### config.mk
export PLATFORM = sky130hd
export DESIGN_NAME = system_bus
export DESIGN_NICKNAME = d
export VERILOG_FILES = /design/src/logic/bus_pkg.sv /design/src/logic/pwm_pkg.sv /design/src/logic/bus_arbiter.sv /design/src/logic/bus_router.sv /design/src/logic/pwm_controller.sv /design/src/logic/system_bus.sv
export VERILOG_INCLUDE_DIRS = /design/src /design/src/logic
export SDC_FILE = /design/constraint.sdc
export NUM_CORES = 1
export LEC_CHECK = 0
export ABC_CLOCK_PERIOD_IN_PS = 3300
export BUFFER_PORTS_ARGS = -buffer_cell sky130_fd_sc_hd__buf_2
export CAP_MARGIN = 20
export CELL_PAD_IN_SITES_DETAIL_PLACEMENT = 0
export CELL_PAD_IN_SITES_GLOBAL_PLACEMENT = 2
export CORE_MARGIN = 3
export CORE_UTILIZATION = 29
export DETAILED_ROUTE_END_ITERATION = 12
export PLACE_DENSITY_LB_ADDON = 0.05
export SYNTH_ARGS = -nofsm -noshare
export SYNTH_HDL_FRONTEND = slang
export SYNTH_HIERARCHICAL = 1
export SYNTH_SLANG_ARGS = --single-unit
export TNS_END_PERCENT = 100
### constraint.sdc
create_clock -name clk -period 3.3 [get_ports clk]
set_clock_uncertainty 0.1 [all_clocks]
set_input_delay 0 -clock clk [delete_from_list [all_inputs] [get_ports clk]]
set_output_delay 0 -clock clk [all_outputs]
set_load 0.01 [all_outputs]
### src/logic/bus_settings.svh
`ifndef BUS_SETTINGS_SVH
`define BUS_SETTINGS_SVH

// Bus widths
`define BUS_ADDR_BITS 32
`define BUS_DATA_BITS 32
`define BUS_STRB_BITS 4

// Address map with masks over the offset bits of each region
`define RAM_BASE_ADDR   32'h0000_0000
`define RAM_MASK_ADDR   32'h0000_FFFF
`define TIMER_BASE_ADDR 32'h2000_0000
`define TIMER_MASK_ADDR 32'h0000_00FF
`define PWM_BASE_ADDR   32'h2002_0000
`define PWM_MASK_ADDR   32'h0000_000F

// PWM register offsets
`define PWM_PERIOD_OFF 32'h0000_0000
`define PWM_DUTY0_OFF  32'h0000_0004
`define PWM_DUTY1_OFF  32'h0000_0008
`define PWM_COUNT_OFF  32'h0000_000C

`define PWM_COUNT_BITS 16

`endif

### src/logic/bus_pkg.sv
`include "bus_settings.svh"

package bus_pkg;

   typedef logic [`BUS_ADDR_BITS-1:0] addr_t;
   typedef logic [`BUS_DATA_BITS-1:0] data_t;
   typedef logic [`BUS_STRB_BITS-1:0] strb_t;

   typedef struct packed {
      addr_t addr;
      data_t wdata;
      logic  write;
   } bus_req_t;

   // Write completions carry zero data
   typedef struct packed {
      data_t rdata;
      logic  err;
   } bus_rsp_t;

   typedef enum logic [1:0] {REGION_RAM, REGION_TIMER, REGION_PWM, REGION_NONE} region_e;

   typedef enum logic [1:0] {ROUTE_IDLE, ROUTE_MEM, ROUTE_PWM, ROUTE_NONE} route_state_e;

   typedef enum logic [1:0] {ARB_IDLE, ARB_INSTR, ARB_DATA} arb_state_e;

endpackage

### src/logic/pwm_pkg.sv
`include "bus_settings.svh"

package pwm_pkg;

   typedef logic [`PWM_COUNT_BITS-1:0] pwm_count_t;

   // Register picked by the address offset
   typedef enum logic [2:0] {
      PWM_REG_PERIOD,
      PWM_REG_DUTY0,
      PWM_REG_DUTY1,
      PWM_REG_COUNT,
      PWM_REG_NONE
   } pwm_reg_e;

endpackage

### src/logic/bus_arbiter.sv
`timescale 1ns/1ps

module bus_arbiter (
   input  logic               clk,
   input  logic               resetn,

   input  logic               ireq_valid_i,
   input  bus_pkg::addr_t     ireq_addr_i,
   output logic               ireq_ready_o,
   output logic               irsp_valid_o,
   output bus_pkg::bus_rsp_t  irsp_o,

   input  logic               dreq_valid_i,
   input  bus_pkg::bus_req_t  dreq_i,
   output logic               dreq_ready_o,
   output logic               drsp_valid_o,
   output bus_pkg::bus_rsp_t  drsp_o,

   output logic               req_valid_o,
   output bus_pkg::bus_req_t  req_o,
   input  logic               req_ready_i,
   input  logic               rsp_valid_i,
   input  bus_pkg::bus_rsp_t  rsp_i
);

   import bus_pkg::*;

   arb_state_e state_q;
   bus_req_t   ireq;
   logic       idle;

   // Fetch port never writes
   assign ireq = '{addr: ireq_addr_i, wdata: '0, write: 1'b0};

   assign idle = (state_q == ARB_IDLE);

   // Data port wins when both are valid
   assign req_valid_o = idle && (dreq_valid_i || ireq_valid_i);
   assign req_o       = dreq_valid_i ? dreq_i : ireq;

   assign dreq_ready_o = idle && req_ready_i && dreq_valid_i;
   assign ireq_ready_o = idle && req_ready_i && ireq_valid_i && !dreq_valid_i;

   always_ff @(posedge clk) begin
      if (!resetn) begin
         state_q <= ARB_IDLE;
      end else begin
         case (state_q)
            ARB_IDLE: begin
               if (dreq_ready_o) begin
                  state_q <= ARB_DATA;
               end else if (ireq_ready_o) begin
                  state_q <= ARB_INSTR;
               end
            end
            default: begin
               // Grant held until the completion comes back
               if (rsp_valid_i) begin
                  state_q <= ARB_IDLE;
               end
            end
         endcase
      end
   end

   // Completion steered to the owner of the grant
   assign drsp_valid_o = (state_q == ARB_DATA) && rsp_valid_i;
   assign irsp_valid_o = (state_q == ARB_INSTR) && rsp_valid_i;
   assign drsp_o       = rsp_i;
   assign irsp_o       = rsp_i;

   // Router only answers a transaction this arbiter granted
   assert property (@(posedge clk) disable iff (!resetn)
      rsp_valid_i |-> state_q != ARB_IDLE);

endmodule

### src/logic/bus_router.sv
`timescale 1ns/1ps

`include "bus_settings.svh"

module bus_router (
   input  logic               clk,
   input  logic               resetn,

   input  logic               req_valid_i,
   input  bus_pkg::bus_req_t  req_i,
   output logic               req_ready_o,
   output logic               rsp_valid_o,
   output bus_pkg::bus_rsp_t  rsp_o,

   output logic               iomem_valid_o,
   input  logic               iomem_ready_i,
   output bus_pkg::strb_t     iomem_wstrb_o,
   output bus_pkg::addr_t     iomem_addr_o,
   output bus_pkg::data_t     iomem_wdata_o,
   input  bus_pkg::data_t     iomem_rdata_i,

   output logic               pwm_sel_o,
   output bus_pkg::bus_req_t  pwm_req_o,
   input  bus_pkg::data_t     pwm_rdata_i
);

   import bus_pkg::*;

   route_state_e state_q;
   region_e      region;
   bus_req_t     req_q;
   data_t        mem_rdata_q;
   logic         mem_done_q;
   logic         accept;

   always_comb begin
      region = REGION_NONE;
      if ((req_i.addr & ~`RAM_MASK_ADDR) == `RAM_BASE_ADDR) begin
         region = REGION_RAM;
      end else if ((req_i.addr & ~`TIMER_MASK_ADDR) == `TIMER_BASE_ADDR) begin
         region = REGION_TIMER;
      end else if ((req_i.addr & ~`PWM_MASK_ADDR) == `PWM_BASE_ADDR) begin
         region = REGION_PWM;
      end
   end

   assign req_ready_o = (state_q == ROUTE_IDLE) && !mem_done_q;
   assign accept      = req_valid_i && req_ready_o;

   always_ff @(posedge clk) begin
      if (!resetn) begin
         state_q    <= ROUTE_IDLE;
         mem_done_q <= 1'b0;
      end else begin
         mem_done_q <= 1'b0;
         case (state_q)
            ROUTE_IDLE: begin
               if (accept) begin
                  case (region)
                     REGION_RAM, REGION_TIMER: state_q <= ROUTE_MEM;
                     REGION_PWM:               state_q <= ROUTE_PWM;
                     default:                  state_q <= ROUTE_NONE;
                  endcase
               end
            end
            ROUTE_MEM: begin
               if (iomem_ready_i) begin
                  state_q    <= ROUTE_IDLE;
                  mem_done_q <= 1'b1;
               end
            end
            default: state_q <= ROUTE_IDLE;
         endcase
      end
   end

   always_ff @(posedge clk) begin
      if (accept) begin
         req_q <= req_i;
      end
      // Read data sampled in the ready cycle
      if (state_q == ROUTE_MEM && iomem_ready_i) begin
         mem_rdata_q <= req_q.write ? '0 : iomem_rdata_i;
      end
   end

   assign iomem_valid_o = (state_q == ROUTE_MEM);
   assign iomem_addr_o  = req_q.addr;
   assign iomem_wdata_o = req_q.wdata;
   assign iomem_wstrb_o = req_q.write ? '1 : '0;

   assign pwm_sel_o = (state_q == ROUTE_PWM);
   assign pwm_req_o = req_q;

   assign rsp_valid_o = mem_done_q || (state_q == ROUTE_PWM) || (state_q == ROUTE_NONE);

   always_comb begin
      case (state_q)
         ROUTE_PWM: rsp_o = '{rdata: req_q.write ? '0 : pwm_rdata_i, err: 1'b0};
         // Unmapped address
         ROUTE_NONE: rsp_o = '{rdata: '0, err: 1'b1};
         default:    rsp_o = '{rdata: mem_rdata_q, err: 1'b0};
      endcase
   end

   assert property (@(posedge clk) disable iff (!resetn)
      iomem_valid_o && !iomem_ready_i |=> $stable(iomem_addr_o));

endmodule

### src/logic/pwm_controller.sv
`timescale 1ns/1ps

`include "bus_settings.svh"

module pwm_controller (
   input  logic               clk,
   input  logic               resetn,

   input  logic               sel_i,
   input  bus_pkg::bus_req_t  req_i,
   output bus_pkg::data_t     rdata_o,

   output logic               pwm0_o,
   output logic               pwm1_o
);

   import bus_pkg::*;
   import pwm_pkg::*;

   pwm_reg_e   reg_sel;
   pwm_count_t period_q;
   pwm_count_t duty0_q;
   pwm_count_t duty1_q;
   pwm_count_t count_q;
   pwm_count_t wr_val;
   logic       wr_en;

   always_comb begin
      case (req_i.addr & `PWM_MASK_ADDR)
         `PWM_PERIOD_OFF: reg_sel = PWM_REG_PERIOD;
         `PWM_DUTY0_OFF:  reg_sel = PWM_REG_DUTY0;
         `PWM_DUTY1_OFF:  reg_sel = PWM_REG_DUTY1;
         `PWM_COUNT_OFF:  reg_sel = PWM_REG_COUNT;
         default:         reg_sel = PWM_REG_NONE;
      endcase
   end

   assign wr_en  = sel_i && req_i.write;
   assign wr_val = req_i.wdata[`PWM_COUNT_BITS-1:0];

   // COUNT is read only
   always_ff @(posedge clk) begin
      if (!resetn) begin
         period_q <= '0;
         duty0_q  <= '0;
         duty1_q  <= '0;
      end else if (wr_en) begin
         case (reg_sel)
            PWM_REG_PERIOD: period_q <= wr_val;
            PWM_REG_DUTY0:  duty0_q  <= wr_val;
            PWM_REG_DUTY1:  duty1_q  <= wr_val;
            default: ;
         endcase
      end
   end

   // Restart on a period write, wrap at period minus one
   always_ff @(posedge clk) begin
      if (!resetn) begin
         count_q <= '0;
      end else if ((wr_en && reg_sel == PWM_REG_PERIOD) || period_q == '0) begin
         count_q <= '0;
      end else if (count_q >= period_q - 1'b1) begin
         count_q <= '0;
      end else begin
         count_q <= count_q + 1'b1;
      end
   end

   always_comb begin
      case (reg_sel)
         PWM_REG_PERIOD: rdata_o = data_t'(period_q);
         PWM_REG_DUTY0:  rdata_o = data_t'(duty0_q);
         PWM_REG_DUTY1:  rdata_o = data_t'(duty1_q);
         PWM_REG_COUNT:  rdata_o = data_t'(count_q);
         default:        rdata_o = '0;
      endcase
   end

   assign pwm0_o = (period_q != '0) && (count_q < duty0_q);
   assign pwm1_o = (period_q != '0) && (count_q < duty1_q);

   assert property (@(posedge clk) disable iff (!resetn)
      period_q != '0 |-> count_q < period_q);

endmodule

### src/logic/system_bus.sv
`timescale 1ns/1ps

module system_bus (
   input  logic               clk,
   input  logic               resetn,

   input  logic               ireq_valid_i,
   input  bus_pkg::addr_t     ireq_addr_i,
   output logic               ireq_ready_o,
   output logic               irsp_valid_o,
   output bus_pkg::bus_rsp_t  irsp_o,

   input  logic               dreq_valid_i,
   input  bus_pkg::bus_req_t  dreq_i,
   output logic               dreq_ready_o,
   output logic               drsp_valid_o,
   output bus_pkg::bus_rsp_t  drsp_o,

   output logic               iomem_valid_o,
   input  logic               iomem_ready_i,
   output bus_pkg::strb_t     iomem_wstrb_o,
   output bus_pkg::addr_t     iomem_addr_o,
   output bus_pkg::data_t     iomem_wdata_o,
   input  bus_pkg::data_t     iomem_rdata_i,

   output logic               pwm0_o,
   output logic               pwm1_o
);

   import bus_pkg::*;

   // Shared bus between arbiter and router
   logic     req_valid;
   logic     req_ready;
   bus_req_t req;
   logic     rsp_valid;
   bus_rsp_t rsp;

   logic     pwm_sel;
   bus_req_t pwm_req;
   data_t    pwm_rdata;

   bus_arbiter i_bus_arbiter (
      .clk          (clk),
      .resetn       (resetn),
      .ireq_valid_i (ireq_valid_i),
      .ireq_addr_i  (ireq_addr_i),
      .ireq_ready_o (ireq_ready_o),
      .irsp_valid_o (irsp_valid_o),
      .irsp_o       (irsp_o),
      .dreq_valid_i (dreq_valid_i),
      .dreq_i       (dreq_i),
      .dreq_ready_o (dreq_ready_o),
      .drsp_valid_o (drsp_valid_o),
      .drsp_o       (drsp_o),
      .req_valid_o  (req_valid),
      .req_o        (req),
      .req_ready_i  (req_ready),
      .rsp_valid_i  (rsp_valid),
      .rsp_i        (rsp)
   );

   bus_router i_bus_router (
      .clk           (clk),
      .resetn        (resetn),
      .req_valid_i   (req_valid),
      .req_i         (req),
      .req_ready_o   (req_ready),
      .rsp_valid_o   (rsp_valid),
      .rsp_o         (rsp),
      .iomem_valid_o (iomem_valid_o),
      .iomem_ready_i (iomem_ready_i),
      .iomem_wstrb_o (iomem_wstrb_o),
      .iomem_addr_o  (iomem_addr_o),
      .iomem_wdata_o (iomem_wdata_o),
      .iomem_rdata_i (iomem_rdata_i),
      .pwm_sel_o     (pwm_sel),
      .pwm_req_o     (pwm_req),
      .pwm_rdata_i   (pwm_rdata)
   );

   pwm_controller i_pwm_controller (
      .clk     (clk),
      .resetn  (resetn),
      .sel_i   (pwm_sel),
      .req_i   (pwm_req),
      .rdata_o (pwm_rdata),
      .pwm0_o  (pwm0_o),
      .pwm1_o  (pwm1_o)
   );

endmodule

Word level (Yosys, flattened, before mapping)
Cells that the tools add are included.
W data, S select, Z words.
{"block": "totals", "ff_bits": 166, "out_inout_bits": 141, "wordCells": 90}
{"block": "classes", "n_addsub": 2, "order_cmp": 3, "eq_ne": 18, "mux": 18, "bitwise": 1, "reduce_logical": 37}
{"op": "$pmux W33 S2", "count": 1}
{"op": "$mux W65", "count": 1}
{"op": "$logic_not A32 Y1", "count": 2}
{"op": "$pmux W16 S4", "count": 1}
{"op": "$lt A16 B16 Y1", "count": 2}
{"op": "$mux W32", "count": 1}
{"op": "$eq A28 B26 Y1 const B", "count": 1}
{"op": "$eq A24 B22 Y1 const B", "count": 1}
{"op": "$add A16 B1 Y16 const B", "count": 1}
{"op": "$ge A16 B16 Y1", "count": 1}
{"op": "$logic_not A16 Y1", "count": 1}
{"op": "$mux W2", "count": 8}
{"op": "$reduce_bool A16 Y1", "count": 1}
{"op": "$sub A16 B1 Y16 const B", "count": 1}
{"op": "$logic_and A1 B1 Y1", "count": 14}
{"op": "$pmux W3 S4", "count": 1}
{"op": "$reduce_and A2 Y1", "count": 6}
{"op": "$eq A2 B2 Y1 const B", "count": 4}
{"op": "$eq A4 B4 Y1 const B", "count": 2}
{"op": "$pmux W2 S2", "count": 2}
{"op": "$eq A2 B1 Y1 const B", "count": 3}
{"op": "$eq A3 B2 Y1 const B", "count": 2}
{"op": "$logic_not A2 Y1", "count": 3}
{"op": "$eq A4 B3 Y1 const B", "count": 1}
{"op": "12 further kinds", "count": 18}

Depth between registers and ports, before layout
{"block": "depth", "word_depth": 10, "depth_mapped": 13, "mapped_depth_nobuf": 11}

Cells and area by module
The synthesis kept the hierarchy.
{"mod": "pwm_controller", "instances": 1, "cells_each": 514, "area_each_um2": 4439.3}
{"mod": "bus_router", "instances": 1, "cells_each": 333, "area_each_um2": 4336.7}
{"mod": "bus_arbiter", "instances": 1, "cells_each": 154, "area_each_um2": 1267.5}

Least setup slack after synthesis
No wires, ideal clock.
{"block": "synth_path", "path_kind": "flip-flop to flip-flop", "startpoint": "register i_bus_router.state_q[1]", "endpoint": "register i_bus_router.state_q[0]", "setup_time_ns": 0.080, "arrival_time_ns": 3.168, "path_slack_ns": -0.049, "path_stages_with_launch": 5, "synth_period_minus_slack_ns": 3.349, "path_cell_list": "dfxtp_1 > buf_4 > nor4b_4 > o21ai_0 > a31oi_1"}
{"block": "synth_via", "elab_chain_cells": 5}
{"element": "from (decl)", "line": "bus_router.sv:29", "rtl": "route_state_e state_q;"}
{"element": "from (signal assigned)", "line": "bus_router.sv:52", "rtl": "state_q <= ROUTE_IDLE;"}
{"element": "from (signal assigned)", "line": "bus_router.sv:60", "rtl": "REGION_RAM, REGION_TIMER: state_q <= ROUTE_MEM;"}
{"element": "from (signal assigned)", "line": "bus_router.sv:61", "rtl": "REGION_PWM: state_q <= ROUTE_PWM;"}
{"element": "$logic_not A2 Y1", "line": "bus_router.sv:47", "rtl": "assign req_ready_o = (state_q == ROUTE_IDLE) && !mem_done_q;"}
{"element": "$logic_and A1 B1 Y1", "line": "bus_router.sv:47"}
{"element": "$logic_and A1 B1 Y1", "line": "bus_router.sv:48", "rtl": "assign accept = req_valid_i && req_ready_o;"}
{"element": "net i_bus_router.accept", "line": "bus_router.sv:34", "rtl": "logic accept;"}
{"element": "$ne A2 B1 Y1 (no line)"}
{"element": "$reduce_and A2 Y1 (no line)"}
The timed path passes the listed nets, and every way through them passes these cells.
A chain may end at the register's enable or synchronous reset.

Final worst setup path
{"block": "layout_path", "startpoint": "register i_pwm_controller.period_q[8]", "endpoint": "register i_pwm_controller.count_q[4]"}
{"block": "layout_via", "elab_chain_cells": 3}
{"element": "from (decl)", "line": "pwm_controller.sv:21", "rtl": "pwm_count_t period_q;"}
{"element": "from (signal assigned)", "line": "pwm_controller.sv:49", "rtl": "PWM_REG_PERIOD: period_q <= wr_val;"}
{"element": "$sub A16 B1 Y16 or $logic_not A16 Y1 (tied branches)", "line": "pwm_controller.sv:63, pwm_controller.sv:61"}
{"element": "$ge A16 B16 Y1 or $logic_or A1 B1 Y1 (tied branches)", "line": "pwm_controller.sv:63, pwm_controller.sv:61"}
{"element": "$reduce_or A3 Y1 (no line) (*)"}
{"element": "to (signal assigned)", "line": "pwm_controller.sv:66", "rtl": "count_q <= count_q + 1'b1;"}
{"element": "to (decl)", "line": "pwm_controller.sv:24", "rtl": "pwm_count_t count_q;"}
Every way passes the cells marked *; elsewhere a longest branch is shown, timed or not.

==> summary.md <==
| Metric | Value |
|---|---|
| Status | `complete, no violations` |
| Residual DRC | `0` |
| Final hold violations | `0` |
| Max-cap violations | `0` |
| Sw Ratio | `between 30 and 40%` |
| Worst hold start | `dreq_i[46]` |
| Seq. cell area | `roughly 4300 sq um` |
| Final ANT Viol Nets | `0` |
| Reg2reg start | `i_pwm_controller/period_q[8]` |
| Clock sink count | `approximately 170` |
| Peak VDD IR | `between 400 and 500 uV` |
| Total GRT Usage | `17.00%` |
| Hold WC Path Type | `in -> reg` |
| Sequential Power Share | `43.6%` |
| Overall power | `between 6000 and 7000 uW` |
| Clock Tree Buf Depth | `2` |
| PwrDens | `slightly below 500 nW/um^2` |
| Worst R2R Path Depth | `11` |
| Tcrit/Tclk final | `94.23%` |
| Skew-Pair Late Insertion Delay | `0.44 ns` |
| I/O Buffers | `between 200 and 300` |
| Layout cells sized above 1 | `28.41%` |
| Syn. warnings | `6` |
| Clk pwr share | `about 32%` |
| Largest net degree at the start of global routing | `68` |
| Reg clk slew, reported paths | `approximately 0.070 ns` |
| Hold depth | `5` |
| Synth Cell Area | `slightly below 10000 sq um` |
| Cts bufs inserted | `17` |
| Tmin final | `around 3.1 ns` |
| Crit start category | `flop` |
| Vias | `7575` |
| Critical path class | `reg -> reg` |
| Placer Congestion | `approximately 0.8` |
| Vias in the first global route | `between 7000 and 8000` |
| Syn Area/Cell | `~10 sq um` |
| Peak Freq | `321.6 MHz` |
| Starting DRC count in detailed routing | `around 360` |
| I/O pin total | `275` |
| Setup TNS | `0 ns` |
| Global route overflow | `0` |
| Comb pwr share | `between 20% and 30%` |
| Slew @ Worst Pin | `around 0.63 ns` |
| Initial antenna violation count | `1` |
| Critical path peak fanout | `16` |
| Post-DP HPWL | `roughly 23 mm` |
| # Post-CTS Setup Buffers | `0` |
| Area grow syn2layout | `32.64%` |
| Switch Pwr | `about 1900 uW` |
| H-tree depth | `4` |
| Vias/cell | `~4.3` |
| WP data arrival | `around 3.4 ns` |
| # fillers | `between 3000 and 4000` |
| Initial Util | `roughly 30%` |
| CTS tree | `done` |
| CP Data Required Time | `roughly 3.6 ns` |
| Die ar. | `around 36000 sq um` |
| LEAKAGE | `0.005384 uW` |
| Area of the multi-input gates | `between 4000 and 5000 sq um` |
| Routed WL | `approximately 30 mm` |
| Slew Viols, Final | `0` |
| Routed WL per cell | `17.50 um` |
| Global-route wire length before repair | `about 46 mm` |
| Count of final setup violators | `0` |
| FP Rows | `66` |
| Sink of the worst hold path | `i_bus_router/state_q[0]` |
| Clock root buffer | `clkbuf_16` |
| RSZ-0062 raised after global routing | `false` |
| Crit end category | `flop` |
| Placeable core area | `between 30000 and 40000 sq um` |
| R2R Setup Slk | `roughly 0.19 ns` |
| Post-Syn Instances | `approximately 960` |
| First-pass DRT Iterations | `4` |
| Die Wd | `roughly 190 um` |
| R2R Path End | `i_pwm_controller/count_q[4]` |
| # nets final | `~1500` |
| Max_slew headroom | `a little under 60%` |
| Die span in y | `around 190 um` |
| Cell internal pwr | `4310 uW` |
-- cell type report --
cell class,count,area share (%)
Multi-Input combinational cell,588,32.49
Clock buffer,21,3.991
Sequential cell,166,33.33
Tap cell,442,4.293
Inverter,71,2.069
Antenna cell,1,0.01942
Timing Repair Buffer,442,23.17
Clock inverter,11,0.6410
-- per-stage QoR --
| step | hold slack, ns | instance area [sq um] | std cells | util, % | setup WS (ns) |
|---|---|---|---|---|---|
| 2_1_floorplan | 0.01617 | 9769 | 972 | - | 0.06432 |
| 3_3_place_gp | 0.1670 | 10970 | 1578 | 33.45 | 0.1821 |
| 3_5_place_dp | 0.1698 | 10970 | 1578 | 33.45 | 0.1341 |
| 6_report | 0.03871 | 12880 | 1742 | 39.30 | 0.1904 |
| 5_1_grt | 0.05353 | 12880 | 1742 | 39.30 | 0.04794 |
| 4_1_cts | 0.01103 | 12870 | 1741 | 39.27 | 0.1064 |
-- worst max-delay path, cell delays in order, from the launching register on --
cell       delay (ns)
dfxtp_1          0.36
nor4_1           0.41
nand3_1          0.24
nor4_2           0.22
xnor2_1          0.15
ha_1             0.26
a21o_1           0.19
a21oi_1          0.14
o2111ai_1        0.11
or4_1            0.54
buf_12           0.20
nor2_1           0.11
-- placed cells by master (no fill, tap or decap), types with 9 or more instances in the layout --
cell / n
dlygate4sd3_1: 131
buf_4: 35
edfxtp_1: 97
a21boi_0: 33
clkbuf_16: 20
nor2b_1: 51
mux2_1: 32
nand3_1: 12
a22o_1: 14
buf_2: 274
inv_1: 71
xnor2_1: 16
a21oi_1: 13
nand2_1: 113
nor2_1: 22
ha_1: 49
conb_1: 16
o21ai_0: 33
dfxtp_1: 69
a221o_1: 13
nand4_1: 9
mux2i_1: 16
xor2_1: 12
and2_1: 35
-- metal layers --
metal  track usage [%]  share of wire, %
met5                 0                 0
met4             4.526               1.5
met3             4.462               5.7
met2             26.97                46
met1             23.00                47
-- power groups by stage --
stage	clock, uW	sequential, uW	combinational [uW]
3_5_place_dp	0	2770	1410
6_report	2030	2720	1500
3_3_place_gp	0	2760	1420
5_1_grt	2190	2760	1660
4_1_cts	2120	2730	1550
2_1_floorplan	0	2810	970
-- worst max-delay path by stage --
stage / start / to
2_1_floorplan: i_bus_arbiter/state_q[1] / i_bus_router/state_q[0]
3_3_place_gp: i_pwm_controller/period_q[8] / i_pwm_controller/count_q[2]
3_5_place_dp: i_pwm_controller/period_q[8] / i_pwm_controller/count_q[2]
4_1_cts: i_pwm_controller/period_q[8] / i_pwm_controller/count_q[4]
5_1_grt: i_pwm_controller/period_q[8] / i_pwm_controller/count_q[5]
6_report: i_pwm_controller/period_q[8] / i_pwm_controller/count_q[4]
-- flip-flops by register name (all words and copies together), names as in the netlist, 2 cells and up --
name                        count
i_bus_router/iomem_addr_o      32
i_bus_router/iomem_wdata_o     32
i_bus_router/mem_rdata_q       32
i_pwm_controller/count_q       16
i_pwm_controller/duty0_q       16
i_pwm_controller/duty1_q       16
i_pwm_controller/period_q      16
i_bus_arbiter/state_q           2
i_bus_router/state_q            2
-- repair_timing --
| action | in CTS | in global routing |
|---|---|---|
| endpoints found under the setup margin | 0 | 16 |
| gates resized for setup | 0 | 1 |
| hold buffers | 131 | 0 |
| endpoints found under the hold margin | 101 | 0 |
(Power assumes the default switching activity.)
